$ cat config.mk
export PLATFORM = sky130hd
export DESIGN_NAME = dcache_plru
export DESIGN_NICKNAME = d
export VERILOG_FILES = /design/src/dcache_pkg.sv /design/src/dcache_plru.sv
export SDC_FILE = /design/constraint.sdc
export NUM_CORES = 1
export LEC_CHECK = 0
export BUFFER_PORTS_ARGS = -buffer_cell sky130_fd_sc_hd__buf_2
export CAP_MARGIN = 20
export CORE_ASPECT_RATIO = 1.75
export CORE_MARGIN = 1
export CORE_UTILIZATION = 40
export DETAILED_ROUTE_END_ITERATION = 16
export SYNTH_ARGS = -nofsm -noshare
export SYNTH_HDL_FRONTEND = slang
export SYNTH_SLANG_ARGS = --single-unit
$ cat constraint.sdc
create_clock -name clk -period 2.3 [get_ports clk]
set_input_delay 0.46 -clock clk [delete_from_list [all_inputs] [get_ports clk]]
set_output_delay 0.46 -clock clk [all_outputs]
set_load 0.1 [all_outputs]
$ cat src/dcache_pkg.sv
package dcache_pkg;

    // cache geometry
    localparam int WAYS           = 4;
    localparam int SETS           = 16;
    localparam int WORDS_PER_LINE = 8;
    localparam int BYTES_PER_WORD = 4;

    // address field widths, 23 + 4 + 3 + 2
    localparam int WAY_BITS    = 2;
    localparam int INDEX_BITS  = 4;
    localparam int OFFSET_BITS = 3;
    localparam int ALIGN_BITS  = 2;
    localparam int TAG_BITS    = 23;

    typedef logic [31:0]               word_t;
    typedef logic [BYTES_PER_WORD-1:0] strobe_t;
    typedef logic [WAY_BITS-1:0]       way_t;
    typedef logic [INDEX_BITS-1:0]     index_t;
    typedef logic [OFFSET_BITS-1:0]    offset_t;
    typedef logic [TAG_BITS-1:0]       tag_t;

    typedef struct packed {
        tag_t                  tag;
        index_t                index;
        offset_t               offset;
        logic [ALIGN_BITS-1:0] align;
    } line_addr_t;

    // request address, seen as a raw word or split into fields
    typedef union packed {
        word_t      raw;
        line_addr_t fields;
    } cache_addr_u;

    // read when strobe is all zero
    typedef struct packed {
        logic        valid;
        cache_addr_u addr;
        strobe_t     strobe;
        word_t       wdata;
    } cpu_req_t;

    typedef struct packed {
        logic  addr_ok;
        logic  data_ok;
        word_t rdata;
    } cpu_resp_t;

    typedef struct packed {
        logic  valid;
        logic  is_write;
        word_t addr;
        word_t wdata;
    } mem_req_t;

    typedef struct packed {
        logic  ready;
        logic  last;
        word_t rdata;
    } mem_resp_t;

    // root bit, left half bit, right half bit
    typedef logic [WAYS-2:0] plru_t;

    typedef enum logic [1:0] {
        IDLE,
        WB_READ,
        WB_BURST,
        FETCH
    } ctrl_state_t;

endpackage

$ cat src/dcache_plru.sv
module dcache_plru (
    input  logic               clk,
    input  logic               resetn,
    input  dcache_pkg::index_t index,
    input  logic               touch_en,
    input  dcache_pkg::way_t   touch_way,
    output dcache_pkg::way_t   victim_way
);
    dcache_pkg::plru_t [dcache_pkg::SETS-1:0] tree;

    dcache_pkg::plru_t cur;
    dcache_pkg::plru_t next_tree;

    assign cur = tree[index];

    // root picks the half, then that half's bit picks the way
    always_comb begin
        if (cur[0]) begin
            victim_way = {1'b1, cur[2]};
        end else begin
            victim_way = {1'b0, cur[1]};
        end
    end

    // point the path away from the touched way
    always_comb begin
        next_tree    = cur;
        next_tree[0] = ~touch_way[1];
        if (touch_way[1]) begin
            next_tree[2] = ~touch_way[0];
        end else begin
            next_tree[1] = ~touch_way[0];
        end
    end

    always_ff @(posedge clk) begin
        if (resetn) begin
            tree <= '0;
        end else if (touch_en) begin
            tree[index] <= next_tree;
        end
    end

endmodule

==> impl_metrics.ini <==
[clock_network]
clk_pin_slew_worst_paths_ns = 0.08
clockRootBuffer = clkbuf_8
clock_latency_ns = 0.31
ctsLongestPathBuffers = 2
cts_tree = done
htreeDepth = 2
clock-sinks = 48
cts_hold_buf = 0
numCtsBuffers = 5

[critical_path]
r2r_start = tree[44]
critPathTopFamily = multiplexers
reg2reg_depth = 5
cp_slowest_cell = mux4_2
start_kind = input pin
reg2reg_setup_slack_ns = 0.71
setup.worst_path.end_class = primary output
cpPeakStageDelay_ns = 0.58
critical_path_buf_inv_count = 2
rr_endpoint = tree[38]
crit_fanout = 7
crit_path_cell_trace = buf_4 -> mux4_2 -> mux4_2 -> nand4b_4 -> o2111ai_4 -> buf_12
cp_data_required_time_ns = 1.84
worstPathArrival_ns = 2.22
worst-setup-path-type = input pin to primary output
crit_path_frequent_cell = mux4_2

[logic_synthesis]
synth_nets = 242
synth-simple-area-share_pct = 19.4
synthAdderAreaFrac_pct = 0
ys_seq_elements = 48
muxShareOfSynthArea_pct = 11.8
synth-compound-area-share_pct = 22.2
synthCells = 233
synth_top_family_by_area = compound AO/OA/AOI/OAI gates
ys_warn_count = 0
synth_xor_area_share_pct = 0
syn_area_um2 = 2310
synthDistinctLibCells = 31
avgSynthCellArea_um2 = 9.90
ys_seq_area_share_pct = 41.7

[detailed_routing]
drtAntennaViolNets = 0
vias_per_cell = 5.57
dr.pass1.iters = 4
wl_per_cell_um = 16.9
drt_iter0_drc = 47
drc = 0
vias = 1888
wl_met1_um = 2280
top_layer_used = met4
wl_met3_um = 134
routed_wl_um = 5740
dr_wl_met2_um = 3060

[timing]
fmax_ghz = 0.373
drv_slew = 0
skew_ns = 0.00655
fin_ws_ns = -0.379
worst_pin_slew_ns = 0.551
worst_hold_slack_ns = 0.500
setup_viol = 2
finalHoldViolCount = 0
finalSetupTns_ns = -0.665
period_share_pct = 116
rsz0062_at_grt = true
max_slew_margin_pct = 63.0
min_period_ns = 2.68

[power]
p_sw_share_pct = 27.4
pwr-share-comb_pct = 16.0
p_sw_w = 0.000452
p_leak_nw = 0.932
p_total_w = 0.00165
p_seq_share_pct = 52.0
max-vdd-ir-drop_mv = 0.496
clkPwrFrac_pct = 32.0
internal_power_w = 0.00120
power.density_nw_per_um2 = 603

[cells_and_area]
num_antenna_cells = 0
reg.largest.list = tree: 48 flops
syn_to_final_growth_pct = 18.7
final_cells = 339
fin_nets = 271
postLayoutCellArea_um2 = 2740
largest_reg_flops = 48
final_cell_mix = nor2_1, dfxtp_1, a211oi_1, buf_4
final_common_cell = nor2_1
drive_gt1_share_pct = 27.8
top_register = tree

[floorplan]
core_um2 = 5540
die_w_um = 59.4
ios = 11
core.rowCount = 36
start_util_pct = 41.6
die_y_um = 102
die-area_um2 = 6080

[global_routing]
track_usage_pct = 21.4
grt_pass1_vias = 1796
grt_start_max_net_pins = 49
antenna_found_initial = 0
grt_pass1_wl_um = 9380
grt_overflow = 0

[placement]
placed_area_um2 = 2610
portBuffers = 10
dp.cells = 330
gp_congestion = 0.892
hpwlAfterDp_um = 4260

[min_path]
hold_class = flop to flop
hold_path_depth = 2
min_to = tree[31]
min_from = tree[31]

[outcome]
outcome = finished with violations
violations = negative setup slack

[job]
drv_cap = 0
==> cells in the mapped netlist, drive strengths merged <==
master	instances	share of area (%)
nor3	8	2.8
dfxtp	48	42
a311oi	16	6.1
nand3	3	0.65
buf	9	3.3
nand4b	1	1.0
mux2i	16	6.9
nor2b	2	0.65
a211oi	32	10
nand2	3	0.49
nand2b	3	0.81
a22oi	7	3.7
nor4	2	1.1
o2111ai	1	0.38
inv	2	0.33
and2	1	0.27
mux4	5	4.9
clkbuf	8	1.3
nor2	57	9.3
a41oi	2	1.4
a21oi	1	0.22
nand4	4	1.6
nand3b	2	0.65
==> area by class of cell <==
| type | count | area [um^2] |
|---|---|---|
| Clock buffer | 6 | 82.6 |
| Clock inverter | 2 | 10.0 |
| Fill cell | 536 | 2800 |
| Inverter | 2 | 7.51 |
| Multi-Input combinational cell | 166 | 1250 |
| Sequential cell | 48 | 963 |
| Tap cell | 76 | 95.1 |
| Timing Repair Buffer | 39 | 329 |
==> worst max path at each step <==
| stage | cells past startpoint | endpoint | startpoint | slack, ns |
|---|---|---|---|---|
| 2_1_floorplan | 4 | victim_way[0] | index[0] | -0.69 |
| 3_3_place_gp | 6 | victim_way[0] | index[0] | -0.41 |
| 3_5_place_dp | 6 | victim_way[0] | index[0] | -0.44 |
| 4_1_cts | 5 | victim_way[0] | tree[45] | -0.37 |
| 5_1_grt | 5 | victim_way[0] | tree[45] | -0.45 |
| 6_report | 6 | victim_way[0] | index[0] | -0.38 |
==> stage by stage <==
step                setup WS, ns  util (%)
floorplan                 -0.689         -
global placement          -0.412      47.2
detailed placement        -0.440      47.2
CTS                       -0.375      49.3
global route              -0.450      49.4
finish                    -0.379      49.4
==> logic make-up after synthesis <==
kind of cell / Yosys count
AOI/OAI and AO/OA: 59
muxes: 21
DFF: 48
and+or+nand+nor: 86
buffers and inverters: 19
==> power by group through the flow <==
stage / combinational, W / clock (W) / sequential (W)
final: 0.000264 / 0.000528 / 0.000859
after global routing: 0.000285 / 0.000577 / 0.000861
after CTS: 0.000265 / 0.000537 / 0.000859
after detailed placement: 0.000261 / 0 / 0.000879
after global placement: 0.000258 / 0 / 0.000878
after floorplan: 0.000175 / 0 / 0.000874
==> routing by layer <==
| metal | vias to the layer above | track usage, % |
|---|---|---|
| li1 | 941 | - |
| met1 | 904 | 24.4 |
| met2 | 27 | 35.9 |
| met3 | 16 | 4.56 |
| met4 | 0 | 12.6 |
| met5 | - | 0 |
==> repair_timing <==
item,4_1_cts,5_1_grt
gates resized for setup,7,2
endpoints found under the hold margin,0,0
setup endpoints to repair,2,2
pin swaps,0,1
buffers inserted,1,1
==> worst min-delay path: cells and delay by family, from the launching register on <==
family	cells	cell delay, ns
compound gates	1	0.05
flops	1	0.31
simple gates	1	0.09
No activity file was read; power rests on OpenSTA's default activity.
