**config.mk**
```make
export PLATFORM = sky130hd
export DESIGN_NAME = dcache_miss_ctrl
export DESIGN_NICKNAME = d
export VERILOG_FILES = /design/src/dcache_pkg.sv /design/src/dcache_miss_ctrl.sv
export SDC_FILE = /design/constraint.sdc
export NUM_CORES = 1
export LEC_CHECK = 0
export ABC_AREA = 1
export BUFFER_PORTS_ARGS = -buffer_cell sky130_fd_sc_hd__buf_2
export CORE_MARGIN = 5
export CORE_UTILIZATION = 55
export CTS_BUF_LIST = sky130_fd_sc_hd__clkbuf_16
export DETAILED_ROUTE_END_ITERATION = 16
export PLACE_DENSITY = 0.92
export SETUP_SLACK_MARGIN = 0.2
export SYNTH_ARGS = -nofsm -noshare
export SYNTH_HDL_FRONTEND = slang
export SYNTH_SLANG_ARGS = --single-unit
```
**constraint.sdc**
```tcl
create_clock -name clk -period 3.5 [get_ports clk]
set_clock_uncertainty 0.15 [all_clocks]
set_input_delay 0.7 -clock clk [delete_from_list [all_inputs] [get_ports clk]]
set_output_delay 0.7 -clock clk [all_outputs]
set_load 0.02 [all_outputs]
```
**src/dcache_pkg.sv**
```systemverilog
package dcache_pkg;

    // cache geometry
    localparam int WAYS           = 4;
    localparam int SETS           = 16;
    localparam int WORDS_PER_LINE = 8;
    localparam int BYTES_PER_WORD = 4;

    // address field widths, 23 + 4 + 3 + 2
    localparam int WAY_BITS    = 2;
    localparam int INDEX_BITS  = 4;
    localparam int OFFSET_BITS = 3;
    localparam int ALIGN_BITS  = 2;
    localparam int TAG_BITS    = 23;

    typedef logic [31:0]               word_t;
    typedef logic [BYTES_PER_WORD-1:0] strobe_t;
    typedef logic [WAY_BITS-1:0]       way_t;
    typedef logic [INDEX_BITS-1:0]     index_t;
    typedef logic [OFFSET_BITS-1:0]    offset_t;
    typedef logic [TAG_BITS-1:0]       tag_t;

    typedef struct packed {
        tag_t                  tag;
        index_t                index;
        offset_t               offset;
        logic [ALIGN_BITS-1:0] align;
    } line_addr_t;

    // request address, seen as a raw word or split into fields
    typedef union packed {
        word_t      raw;
        line_addr_t fields;
    } cache_addr_u;

    // read when strobe is all zero
    typedef struct packed {
        logic        valid;
        cache_addr_u addr;
        strobe_t     strobe;
        word_t       wdata;
    } cpu_req_t;

    typedef struct packed {
        logic  addr_ok;
        logic  data_ok;
        word_t rdata;
    } cpu_resp_t;

    typedef struct packed {
        logic  valid;
        logic  is_write;
        word_t addr;
        word_t wdata;
    } mem_req_t;

    typedef struct packed {
        logic  ready;
        logic  last;
        word_t rdata;
    } mem_resp_t;

    // root bit, left half bit, right half bit
    typedef logic [WAYS-2:0] plru_t;

    typedef enum logic [1:0] {
        IDLE,
        WB_READ,
        WB_BURST,
        FETCH
    } ctrl_state_t;

endpackage

```
**src/dcache_miss_ctrl.sv**
```systemverilog
module dcache_miss_ctrl (
    input  logic                  clk,
    input  logic                  resetn,
    input  dcache_pkg::cpu_req_t  cpu_req,
    output dcache_pkg::cpu_resp_t cpu_resp,
    output dcache_pkg::mem_req_t  mem_req,
    input  dcache_pkg::mem_resp_t mem_resp,
    input  logic                  hit,
    input  dcache_pkg::way_t      hit_way,
    input  logic                  victim_valid,
    input  dcache_pkg::tag_t      victim_tag,
    input  dcache_pkg::way_t      victim_way,
    output logic                  touch_en,
    output dcache_pkg::way_t      touch_way,
    output logic                  fill_en,
    output dcache_pkg::way_t      fill_way,
    output logic                  ram_en,
    output dcache_pkg::strobe_t   ram_strobe,
    output dcache_pkg::way_t      ram_way,
    output dcache_pkg::offset_t   ram_offset,
    output dcache_pkg::word_t     ram_wdata,
    input  dcache_pkg::word_t     ram_rdata
);
    typedef logic [dcache_pkg::OFFSET_BITS:0] rd_cnt_t;

    dcache_pkg::ctrl_state_t state;
    logic [dcache_pkg::SETS-1:0][dcache_pkg::WAYS-1:0] dirty;
    dcache_pkg::word_t wb_buf [dcache_pkg::WORDS_PER_LINE];

    rd_cnt_t                 rd_cnt;
    dcache_pkg::offset_t     rd_slot;
    dcache_pkg::offset_t     beat_cnt;
    dcache_pkg::way_t        victim_q;
    logic                    data_ok_q;
    logic                    bus_gap;
    logic                    accept;
    logic                    beat;
    logic                    victim_dirty;
    dcache_pkg::index_t      index;
    dcache_pkg::cache_addr_u bus_addr;

    assign index        = cpu_req.addr.fields.index;
    assign accept       = (state == dcache_pkg::IDLE) && cpu_req.valid && hit;
    assign victim_dirty = victim_valid && dirty[index][victim_way];
    assign beat         = mem_req.valid && mem_resp.ready;

    // read data lags the issued offset by one
    assign rd_slot = dcache_pkg::offset_t'(rd_cnt - rd_cnt_t'(1));

    always_ff @(posedge clk) begin
        if (resetn) begin
            state     <= dcache_pkg::IDLE;
            rd_cnt    <= '0;
            beat_cnt  <= '0;
            victim_q  <= '0;
            data_ok_q <= 1'b0;
            bus_gap   <= 1'b0;
        end else begin
            data_ok_q <= accept;
            // one idle cycle on the bus between writeback and fetch
            bus_gap   <= (state == dcache_pkg::WB_BURST) && beat && mem_resp.last;
            case (state)
                dcache_pkg::IDLE: begin
                    if (cpu_req.valid && !hit) begin
                        victim_q <= victim_way;
                        rd_cnt   <= '0;
                        beat_cnt <= '0;
                        state    <= victim_dirty ? dcache_pkg::WB_READ : dcache_pkg::FETCH;
                    end
                end
                dcache_pkg::WB_READ: begin
                    rd_cnt <= rd_cnt + rd_cnt_t'(1);
                    if (rd_cnt[dcache_pkg::OFFSET_BITS]) begin
                        state <= dcache_pkg::WB_BURST;
                    end
                end
                dcache_pkg::WB_BURST: begin
                    if (beat) begin
                        beat_cnt <= beat_cnt + dcache_pkg::offset_t'(1);
                        if (mem_resp.last) begin
                            state <= dcache_pkg::FETCH;
                        end
                    end
                end
                dcache_pkg::FETCH: begin
                    if (beat) begin
                        beat_cnt <= beat_cnt + dcache_pkg::offset_t'(1);
                        if (mem_resp.last) begin
                            state <= dcache_pkg::IDLE;
                        end
                    end
                end
                default: begin
                    state <= dcache_pkg::IDLE;
                end
            endcase
        end
    end

    // victim line copy
    always_ff @(posedge clk) begin
        if ((state == dcache_pkg::WB_READ) && (rd_cnt != '0)) begin
            wb_buf[rd_slot] <= ram_rdata;
        end
    end

    always_ff @(posedge clk) begin
        if (resetn) begin
            dirty <= '0;
        end else if (accept && (|cpu_req.strobe)) begin
            dirty[index][hit_way] <= 1'b1;
        end else if (fill_en) begin
            dirty[index][victim_q] <= 1'b0;
        end
    end

    assign fill_en   = (state == dcache_pkg::FETCH) && beat && mem_resp.last;
    assign fill_way  = victim_q;
    assign touch_en  = accept || fill_en;
    assign touch_way = accept ? hit_way : victim_q;

    // data array port shared by hits, buffer reads and refill
    always_comb begin
        ram_en     = 1'b0;
        ram_strobe = '0;
        ram_way    = victim_q;
        ram_offset = beat_cnt;
        ram_wdata  = mem_resp.rdata;
        case (state)
            dcache_pkg::IDLE: begin
                ram_en     = accept;
                ram_strobe = cpu_req.strobe;
                ram_way    = hit_way;
                ram_offset = cpu_req.addr.fields.offset;
                ram_wdata  = cpu_req.wdata;
            end
            dcache_pkg::WB_READ: begin
                ram_en     = ~rd_cnt[dcache_pkg::OFFSET_BITS];
                ram_offset = rd_cnt[dcache_pkg::OFFSET_BITS-1:0];
            end
            dcache_pkg::FETCH: begin
                ram_en     = beat;
                ram_strobe = '1;
            end
            default: begin
            end
        endcase
    end

    // line aligned, old tag for writeback
    always_comb begin
        bus_addr.fields.tag    = (state == dcache_pkg::WB_BURST) ? victim_tag
                                                                 : cpu_req.addr.fields.tag;
        bus_addr.fields.index  = index;
        bus_addr.fields.offset = '0;
        bus_addr.fields.align  = '0;
    end

    always_comb begin
        mem_req.valid    = ((state == dcache_pkg::WB_BURST) || (state == dcache_pkg::FETCH))
                           && !bus_gap;
        mem_req.is_write = state == dcache_pkg::WB_BURST;
        mem_req.addr     = bus_addr.raw;
        mem_req.wdata    = wb_buf[beat_cnt];
    end

    always_comb begin
        cpu_resp.addr_ok = accept;
        cpu_resp.data_ok = data_ok_q;
        cpu_resp.rdata   = ram_rdata;
    end

endmodule

```
==> impl_results.md <==
- Top delay family on crit path: buffers and inverters
- Mapped Cells: 1698
- Yosys top cell by area: edfxtp_1
- I/O Buffers: 306
- Num CTS Buffers: 31
- #FFs+latches synth: 336
- Post-CTS setup buffer count: 0
- Drt total wl: 44540 um
- Cell Pwr Density: 645.6 nW/um2
- Worst Path Arrival: 2.37 ns
- Yosys warning total: 0
- Vias per std cell: 5.782
- Critical Path Sink Type: output port
- ANT nets after route: 0
- Met2 wire len: 22550 um
- Slew headroom: 40.86%
- Synth unique cells: 42
- Period utilization: 92.05%
- Setup violators final: 0
- CTS tree: yes
- CTS Sinks: 336
- Register area share after synthesis: 59.71%
- Crit path time final: 3.222 ns
- Synth Area in XOR/XNOR: 0.05630%
- Layout area overhead: 17.30%
- Asr flop ratio synth: 0%
- Top cell type's share of synthesized area: 49.41%
- Setup tns final: 0 ns
- Hold_buf cts: 0
- Average size of a mapped cell: 9.162 um2
- Vias in the first global route: 13130
- Die Width: 178.2 um
- Outcome: finished clean
- Most common cell in the netlist: nand2_1
- Net count, final: 2107
- Worst path bufs/invs: 2
- DP HPWL: 29420 um
- Adder-Cell Fraction of Synth Area: 0.5630%
- First-pass GRT wire length: 68710 um
- Crit path max fanout: 44
- Vias: 13510
- GR Overflow Total: 0
- Peak ir drop on the vdd network: 703.7 uV
- Drt drc: 0
- Row cnt: 61
- Clk buf depth: 3
- CP most frequent cell: nor2_1
- CTS HTree Levels: 1
- P_leak: 7.087 nW
- Drt first pass iters: 5
- Synth cell count leaders: nand2_1 (355), nor2_1 (326), edfxtp_1 (256), o21ai_0 (173), inv_1 (82)
- Post-synth EDFFs: 256
- Share of cells above drive strength 1: 21.24%
- Initial DRC Count: 1479
- Setup CP Type: reg2out
- Initial Util: 55.85%
- Worst-skew pair later-pin latency: 0.57 ns
- Total global-route track usage: 27.29%
- Compound-cell area share of the yosys netlist: 13.87%
- Diode count: 0
- Met3 routed WL: 3968 um
- Main combinational cell family by area after synthesis: simple AND/OR/NAND/NOR gates
- Highest Signal Layer: met5
- CP max stage cell: dfxtp_4
- Max Clock Freq: 310.4 MHz
- Post-Place Worst Slack: 0.6591 ns
- Drt wl/cell: 19.06 um
- Pin count of the biggest net entering global routing: 75
- Clock root buffer: clkbuf_16
- Critical Path RT: 2.65 ns
- CP Cell Sequence: buf_6 -> nor2_1 -> nor2_1 -> o21ai_0 -> a31oi_1 -> buf_2
- Post-synthesis mux area share: 0%
- Main area contributors after synthesis: edfxtp_1 (49%), dfxtp_1 (10%), nand2_1 (8.6%)
- Ys flop type: edfxtp_1
- Mapped Area: 15560 um2
- Final setup margin: 0.2782 ns
- Worst-Margin Slew: 0.8862 ns
- Initial antenna violation count: 1
- Slew Viols, Final: 0
- CP startpoint kind: register
- CTS clk-pin slew, worst paths: 0.06 ns
- Core region area: 27860 um2
- Max-cap viol count: 0
- PostCTS Resize Cnt: 2
- Peak per-stage delay on the critical path: 0.46 ns
- Routability Congestion: 0.9276
- Die Ht: 178.2 um
- Met1 WL: 16320 um
- RSZ-0062 raised after global routing: true
- Die Area: 31750 um2
- Worst Hold Class: in2reg
- Io pins: 314
- Simple-Gate Fraction of Synth Area: 19.12%
- Final Hold Fails: 0
placed cells by master, fill, tap and decap left out, types with 2 or more instances in the layout:
master	count
nor2_1	318
nand3_4	2
o211a_1	3
buf_4	18
buf_2	306
a31oi_1	49
a211oi_1	6
inv_1	88
a21oi_1	77
dfxtp_1	78
nor2_4	11
nor3_1	17
o22ai_1	33
nand2_1	355
conb_1	5
inv_2	4
nor3_2	2
edfxtp_1	256
buf_12	6
bufinv_16	4
nand3_1	29
ha_1	6
a22oi_1	3
inv_6	4
o21ai_1	26
clkinv_1	12
o21ai_0	173
a21oi_2	3
buf_6	2
a211oi_2	10
clkinv_2	3
clkbuf_16	31
nor4_1	4
final cells by class:
cell class                      instances  area (um2)
Clock inverter                         27       231.5
Fill cell                            2023        9609
Multi-Input combinational cell       1144        5316
Sequential cell                       336        9294
Timing Repair Buffer                  332        1809
Inverter                               89       349.1
Tap cell                              378       473.0
Clock buffer                           31       775.7
per-layer routing:
metal / vias to the layer above / GRT usage [%]
met5: - / 0
met4: 2 / 9.882
met3: 142 / 3.709
met2: 854 / 48.47
met1: 6303 / 34.22
li1: 6212 / -
sequential cells by signal, summed over array words and instances, names as in the netlist, named ones only:
signal,count
wb_buf,256
dirty,64
rd_cnt,4
beat_cnt,3
fill_way,2
state,2
bus_gap,1
data_ok_q,1
worst paths after layout:
path                       from       endpoint  slack, ns  depth (start not counted)
setup / recovery       register    mem_req[17]       0.28                          6
hold / removal    ram_rdata[23]  wb_buf[3][23]       0.25                          1
setup reg to reg       state[1]       register       0.72                         10
hold reg to reg       dirty[17]      dirty[17]       0.33                          2
power breakdown:
part	switching, mW	internal [mW]
sequential	0.0678	4.35
combinational	2.88	1.15
clock	1.43	1.90
total	4.38	7.40
through the flow:
stage	hold slack, ns	instances	util [%]	total power [mW]	instance area [um2]
floorplan	0.2980	1702	-	7.061	15570
global placement	0.3100	2279	61.80	8.329	17220
detailed placement	0.3205	2279	61.80	8.456	17220
CTS	0.2360	2337	65.44	11.77	18230
global route	0.2419	2337	65.51	12.32	18250
finish	0.2509	2337	65.51	11.78	18250
cell families after synthesis:
kind of cell / count (synthesis)
xor gates and xnor gates: 1
other: 1
buffers and inverters: 222
AOI/OAI and AO/OA: 385
and+or+nand+nor: 746
DFF: 336
adders and majority gates: 7
(Power assumes the default switching activity.)
