`src/dcache_pkg.sv`:
```
package dcache_pkg;

    // cache geometry
    localparam int WAYS           = 4;
    localparam int SETS           = 16;
    localparam int WORDS_PER_LINE = 8;
    localparam int BYTES_PER_WORD = 4;

    // address field widths, 23 + 4 + 3 + 2
    localparam int WAY_BITS    = 2;
    localparam int INDEX_BITS  = 4;
    localparam int OFFSET_BITS = 3;
    localparam int ALIGN_BITS  = 2;
    localparam int TAG_BITS    = 23;

    typedef logic [31:0]               word_t;
    typedef logic [BYTES_PER_WORD-1:0] strobe_t;
    typedef logic [WAY_BITS-1:0]       way_t;
    typedef logic [INDEX_BITS-1:0]     index_t;
    typedef logic [OFFSET_BITS-1:0]    offset_t;
    typedef logic [TAG_BITS-1:0]       tag_t;

    typedef struct packed {
        tag_t                  tag;
        index_t                index;
        offset_t               offset;
        logic [ALIGN_BITS-1:0] align;
    } line_addr_t;

    // request address, seen as a raw word or split into fields
    typedef union packed {
        word_t      raw;
        line_addr_t fields;
    } cache_addr_u;

    // read when strobe is all zero
    typedef struct packed {
        logic        valid;
        cache_addr_u addr;
        strobe_t     strobe;
        word_t       wdata;
    } cpu_req_t;

    typedef struct packed {
        logic  addr_ok;
        logic  data_ok;
        word_t rdata;
    } cpu_resp_t;

    typedef struct packed {
        logic  valid;
        logic  is_write;
        word_t addr;
        word_t wdata;
    } mem_req_t;

    typedef struct packed {
        logic  ready;
        logic  last;
        word_t rdata;
    } mem_resp_t;

    // root bit, left half bit, right half bit
    typedef logic [WAYS-2:0] plru_t;

    typedef enum logic [1:0] {
        IDLE,
        WB_READ,
        WB_BURST,
        FETCH
    } ctrl_state_t;

endpackage

```
`src/dcache_tag_array.sv`:
```
module dcache_tag_array (
    input  logic                    clk,
    input  logic                    resetn,
    input  dcache_pkg::cache_addr_u lookup_addr,
    output logic                    hit,
    output dcache_pkg::way_t        hit_way,
    input  dcache_pkg::way_t        victim_way,
    output logic                    victim_valid,
    output dcache_pkg::tag_t        victim_tag,
    input  logic                    fill_en,
    input  dcache_pkg::way_t        fill_way
);
    dcache_pkg::tag_t tags [dcache_pkg::SETS][dcache_pkg::WAYS];
    logic [dcache_pkg::SETS-1:0][dcache_pkg::WAYS-1:0] valid;

    dcache_pkg::index_t          index;
    dcache_pkg::tag_t            req_tag;
    logic [dcache_pkg::WAYS-1:0] match;

    assign index   = lookup_addr.fields.index;
    assign req_tag = lookup_addr.fields.tag;

    // compare all ways of the set
    always_comb begin
        for (int w = 0; w < dcache_pkg::WAYS; w++) begin
            match[w] = valid[index][w] && (tags[index][w] == req_tag);
        end
    end

    assign hit = |match;

    // at most one way matches
    always_comb begin
        hit_way = '0;
        for (int w = 0; w < dcache_pkg::WAYS; w++) begin
            if (match[w]) begin
                hit_way = dcache_pkg::way_t'(w);
            end
        end
    end

    // victim info for the writeback address
    assign victim_valid = valid[index][victim_way];
    assign victim_tag   = tags[index][victim_way];

    always_ff @(posedge clk) begin
        if (resetn) begin
            valid <= '0;
        end else if (fill_en) begin
            valid[index][fill_way] <= 1'b1;
        end
    end

    always_ff @(posedge clk) begin
        if (fill_en) begin
            tags[index][fill_way] <= req_tag;
        end
    end

endmodule

```
`config.mk`:
```
export PLATFORM = sky130hd
export DESIGN_NAME = dcache_tag_array
export DESIGN_NICKNAME = d
export VERILOG_FILES = /design/src/dcache_pkg.sv /design/src/dcache_tag_array.sv
export SDC_FILE = /design/constraint.sdc
export NUM_CORES = 1
export LEC_CHECK = 0
export BUFFER_PORTS_ARGS = -buffer_cell sky130_fd_sc_hd__buf_2
export CORE_MARGIN = 2
export CORE_UTILIZATION = 50
export CTS_BUF_LIST = sky130_fd_sc_hd__clkbuf_16
export DETAILED_ROUTE_END_ITERATION = 7
export PLACE_DENSITY = 0.64
export SYNTH_ARGS = -nofsm -noshare
export SYNTH_HDL_FRONTEND = slang
export SYNTH_SLANG_ARGS = --single-unit
export TNS_END_PERCENT = 30
```
`constraint.sdc`:
```
create_clock -name clk -period 4.3 [get_ports clk]
set_clock_uncertainty 0.05 [all_clocks]
set_input_delay 0.43 -clock clk [delete_from_list [all_inputs] [get_ports clk]]
set_output_delay 0.43 -clock clk [all_outputs]
set_load 0.05 [all_outputs]
```
==> results.md, run 1 <==
* Port Buffers at 60
* Final worst slack at -0.0840 ns
* Total of max-cap violations at 0
* CP Class: input pin to output pin
* Static Leakage at about 24 nW
* Final Cell Area at approximately 0.072 mm^2
* Critical Path Start Type: input pin
* Post-Route Setup TNS at -0.0840 ns
* Global route total overflow at 0
* WP data arrival at ~4 ns
* Commonest cells in the netlist: 1472 x edfxtp_1, 333 x mux4_2, 291 x mux2i_1, 202 x nor2_1, 105 x nand2_1
* Rows at 129
* P&R area growth vs syn at 15.6%
* Die width at about 360 um
* Yosys warnings at 0
* Clock sinks at between 1.5k and 2k
* Slowest Stage Delay on Critical Path at approximately 1.1 ns
* Util after Layout at around three fifths
* Critical path depth at 9
* Placer Congestion at approximately 1.0
* CTS tree: done
* Max-slew headroom at under 10%
* WHS Path Cells at 2
* Starting Density at between 50% and 60%
* Area contributors post-synth: edfxtp_1 70%, mux4_2 12%, mux2i_1 4.6%, dfxtp_1 2.0%, nor2_1 1.2%
* First-pass GRT wire length at 254000 um
* Worst vdd ir at approximately 440 uV
* R2R depth at 2
* DP Area at 0.0673 mm^2
* First-pass detailed-route iteration total at 7
* Crit-path cells: buf_8 > buf_12 > nor2_2 > buf_4 > a22oi_1 > nand2_1 > o21ai_0 > mux4_2 > buf_2
* Initial antenna violation count at 11
* Final worst-path cycle share at 102%
* Vias per std cell at approximately 6.3
* Cell family with most CP delay: compound AO/OA/AOI/OAI gates
* RR Startpoint: valid[13]
* # DRC at 0
* Post-Syn Area at ~0.063 mm^2
* Area leader, netlist: edfxtp_1
* Number of global-route vias before repair at about 34k
* CP max stage cell: o21ai_0
* Hold WC Path Type: input pin to register
* Largest net degree at the start of global routing at 71
* Power Total at about 32 mW
* Worst-path clk slew at 0.06 ns
* Post-Synthesis Net Count at 3314
* H-tree depth at 4
* Final setup violation count at 1
* Total number of vias at between 30k and 40k
* Crit. Startpoint: lookup_addr[8]
* Pwr dens at approximately 450 mW/mm^2
* IO Count at between 60 and 70
* Clk buf depth at 3
* HPWL Detailed at about 120000 um
* CTS buffer count at about 150
* Part of the power in combinational logic at between 8 and 9%
* Internal power at 24.9 mW
* Psw at 7.45 mW
* Max Clock Freq at 228 MHz
* Hold Fails Final Rpt at 0
* Sw frac at around 23%
* Clk Tree Root Cell: clkbuf_16
* Crit path max fanout at 32
* Pins Over Slew Limit at 0
* Slew @ Worst Pin at about 1.4 ns
* Syn_area_per_cell at 19.2 um^2
* Synth async-reset ratio at 0%
* Syn Inst Count at roughly 3.3k
* Crit. End Element: output pin
* Worst-Skew Late Latency at ~0.80 ns
* Yosys reg bits at around 1.5k
* Layout cell share with drive strength beyond 1 at between 20 and 30%
* Top-count cell post-synth: edfxtp_1
* Total Die Area at 0.128 mm^2
* Routed wire per std cell at ~34 um
* CP required at around 3.8 ns
* Final WL at 182000 um
* Failing checks: setup timing
* Seq/Total Area, Yosys at just over 70%
* Top FF cell, synth: edfxtp_1
* Die Y at approximately 360 um
* Nets at about 3.7k
* Core area at 0.124 mm^2
* Seq pwr share at about 51%
* CP bufs+invs at 4
* Number of synthesized flops with an enable pin at roughly 1.5k
* Synth cell types at 78
* Status: complete, but fails checks
* Area share of the largest cell type after synthesis at a little over two thirds
* DRT antenna net count at 0
* Clk pwr share at around two fifths
* DR iter-0 viols at between 4k and 5k
* All-Layer GR Usage at between 20% and 30%
* Min Tclk post-route at 4.38 ns
* Min-delay src: lookup_addr[18]
==> path summary, 6_finish.rpt <==
path,end,slack [ns]
worst max register to register,valid[13],3.59
worst min register to register,valid[59],0.42
worst min-delay path,tags[8][55],0.13
worst max-delay path,victim_tag[4],-0.08
==> metrics by stage <==
step | hold slack (ns) | std cells | setup WS, ns
final | 0.132 | 5401 | -0.0840
after global routing | 0.0796 | 5392 | -0.00403
after CTS | 0.0604 | 5391 | 0.00616
after detailed placement | 0.406 | 5107 | 0.0873
after global placement | 0.394 | 5107 | 0.0953
after floorplan | 0.385 | 3275 | 0.296
==> routing by layer <==
metal	vias to the layer above	track usage, %	wire (um)
met3	370	7.03	16700
met4	14	11.6	7350
li1	14100	-	-
met2	1722	45.5	87000
met1	17900	38.6	71000
met5	-	0	262
==> worst register-to-register path: cells and delay by family (launching register included) <==
kind / cells / cell delay (ns)
DFF: 1 / 0.33
and+or+nand+nor: 2 / 0.20
==> cell type report <==
| cell class | instances | area, um^2 |
|---|---|---|
| inverter | 19 | 73.8 |
| clock inverter | 122 | 1100 |
| sequential | 1536 | 45500 |
| tap | 1637 | 2050 |
| timing repair buffer | 402 | 3590 |
| multi-input combinational | 1518 | 16300 |
| fill | 8946 | 51600 |
| clock buffer | 157 | 3930 |
| antenna | 10 | 25.0 |
==> cells by family after synthesis <==
group	count (synthesis)	synth area share (%)
compound gates	294	3.25
buf+inv	221	2.12
flops	1536	72.5
xor+xnor	95	1.33
mux	680	17.6
simple gates	449	3.19
==> cell usage in the layout, fill, tap and decap left out, types with 43 or more instances in the layout <==
cell,n
buf_4,306
mux2i_1,287
edfxtp_1,1472
a22oi_1,89
mux2_2,43
a21oi_1,53
dfxtp_1,64
nor2_1,173
mux4_2,333
clkbuf_16,157
buf_12,51
xnor2_1,73
nand2_1,105
==> power groups by stage <==
stage               Sequential (mW)  Clock, mW  Combinational [mW]
floorplan                      16.8          0                1.37
global placement               16.8          0                2.61
detailed placement             16.8          0                2.64
CTS                            16.5       13.4                2.66
global route                   16.5       14.0                2.80
finish                         16.5       13.2                2.70
==> sequential cells by signal (all words and copies together) (netlist names) <==
| register | flops |
|---|---|
| tags | 1472 |
| valid | 64 |
==> what timing repair did <==
action                                  in CTS  in global routing
hold buffers                                 4                  0
endpoints found under the setup margin       3                  3
gates resized for setup                      4                 10
pin swaps                                    0                  2
hold endpoints to repair                    21                  0
cloned                                       0                  0
setup buffers                                1                  0
No activity file was read; power rests on OpenSTA's default activity.
==> inputs of run 2 (changes only) <==
Settings changed: CELL_PAD_IN_SITES_DETAIL_PLACEMENT from default to 1, CELL_PAD_IN_SITES_GLOBAL_PLACEMENT from default to 1, PLACE_DENSITY 0.64 to 0.71.
==> results.md, run 2 (same netlist as run 1, synthesis figures left out) <==
* Worst vdd ir at 454 uV (+4.2%)
* Core area at 0.124 mm^2 (unchanged)
* Final WL at 197000 um (+7.9%)
* First-pass detailed-route iteration total at 6 (-1)
* Total of max-cap violations at 0 (unchanged)
* Initial antenna violation count at 11 (unchanged)
* Max reg flops at 1472 (unchanged)
* Min Tclk post-route at 4.26 ns (-0.126 ns)
* H-tree depth at 4 (unchanged)
* Max Clock Freq at 235 MHz (+3.0%)
* Rows at 129 (unchanged)
* CP Class: register to output pin
* Final worst-path cycle share at 99.0% (-2.9 points)
* Port Buffers at 60 (unchanged)
* Commonest non-fill, non-tap cell in the layout: edfxtp_1
* Crit path max fanout at 3 (-91%)
* Placer Congestion at 0.999 (-4.5%)
* Min-delay src: lookup_addr[24]
* Nets at 3688 (+0.49%)
* Largest reg by FF count: tags
* All-Layer GR Usage at 31.2% (+2.4 points)
* P&R area growth vs syn at 15.8%
* First-pass GRT wire length at 277000 um (+8.9%)
* # placed instances at 5123 (+0.31%)
* RR Startpoint: valid[17]
* Largest net degree at the start of global routing at 68 (-4.2%)
* Clk buf depth at 3 (unchanged)
* Static Leakage at 24.3 nW (+0.51%)
* IO Count at 66 (unchanged)
* Hold Fails Final Rpt at 0 (unchanged)
* Most frequent cells in the layout: 1472 x edfxtp_1, 333 x mux4_2, 319 x buf_4
* Critical Path Start Type: register
* Pwr dens at 447 mW/mm^2 (+0.15%)
* Starting Density at 50.5% (unchanged)
* CTS tree: done
* Worst-Skew Late Latency at 0.80 ns (about the same)
* RSZ-0062 raised after global routing: true
* Die width at 358 um (unchanged)
* Hold WC Path Type: input pin to register
* Biggest regs: tags: 1472 flops, valid: 64 flops
* Final setup violation count at 0 (-1)
* Routed wire per std cell at 36.3 um (+7.5%)
* DR iter-0 viols at 4727 (+12%)
* Crit. End Element: output pin
* # DRC at 0 (unchanged)
* Crit. Startpoint: tags[8][41]
* Post-Route Setup TNS at 0 ns (+0.0840 ns)
* Die Y at 358 um (unchanged)
* WP data arrival at 3.78 ns (-0.12 ns)
* CP required at 3.82 ns (about the same)
* CTS buffer count at 157 (+1.9%)
* Max-slew headroom at 15.8% (+11 points)
* Clk Tree Root Cell: clkbuf_16
* Total Die Area at 0.128 mm^2 (unchanged)
* Fin cells at 5419 (+0.33%)
* Clock sinks at 1536 (unchanged)
* Slew @ Worst Pin at 1.26 ns (-0.151 ns)
* Layout cell share with drive strength beyond 1 at 29.5% (+0.51 points)
* Total number of vias at 35.3k (+3.5%)
* Vias per std cell at 6.51 (+3.1%)
* Worst-path clk slew at 0.06 ns (about the same)
* Global route total overflow at 0 (unchanged)
* Status: finished clean
* Number of global-route vias before repair at 36.8k (+9.2%)
* Pins Over Slew Limit at 0 (unchanged)
* DRT antenna net count at 0 (unchanged)
* HPWL Detailed at 125000 um (+6.0%)
run 2: changes by cell type in the layout (fill, tap and decap cells not counted), sizes merged:
cell and delta:
dlygate4sd3 -3, buf +18, bufinv -2, diode -5
clkinv +4, inv +9, clkinvlp -3
run 2: worst paths after layout:
path,to,slack [ns],depth (start not counted)
max,hit_way[0],0.04,9
min,tags[3][84],0.07,1
max reg2reg,valid[17],3.57,2
min reg2reg,valid[27],0.43,2
run 2: area by class of cell:
class	instances	area, um^2
clock buffer	157	3930
multi-input combinational	1518	16300
inverter	19	73.8
fill	10700	51500
antenna	5	12.5
sequential	1536	45500
timing repair buffer	417	3760
tap	1637	2050
clock inverter	130	1040
run 2: repair_timing:
action	CTS	global route
setup buffers	1	3
pin swaps	7	5
endpoints found under the setup margin	3	3
hold buffers	1	0
endpoints found under the hold margin	2	0
resized for setup	21	10
run 2: metrics by stage:
stage | setup WS, ns | hold WS [ns] | area, um^2 | utilization [%] | power, mW
after floorplan | 0.296 | 0.385 | 62700 | - | 18.2
after global placement | -0.229 | 0.394 | 67500 | 54.4 | 19.4
final | 0.0423 | 0.0675 | 72700 | 58.5 | 32.5
after global routing | -0.0364 | 0.0524 | 72700 | 58.5 | 33.3
after CTS | 0.00225 | 0.00785 | 72600 | 58.5 | 32.6
after detailed placement | -0.287 | 0.410 | 67500 | 54.4 | 19.5
run 2: layer usage:
layer	up-vias	global-route usage (%)	wire length [um]
met2	1933	48.0	91200
li1	14100	-	-
met4	8	16.9	11400
met5	-	0	46
met3	510	7.95	18600
met1	18700	41.0	75300
run 2: report_power, final:
group | leakage [nW] | internal [mW] | switching [mW]
sequential | 13.8 | 16.5 | 0.0298
clock | 2.56 | 7.31 | 5.85
combinational | 7.99 | 1.02 | 1.79
total | 24.3 | 24.8 | 7.67
run 2: worst max-delay path: stages (launching register included):
cell,delay [ns]
edfxtp_1,0.40
mux4_2,0.53
mux4_2,0.54
xnor2_1,0.18
nand4_1,0.18
nor4_2,0.33
nand4_1,0.14
buf_4,0.18
a21bo_2,0.29
buf_12,0.17
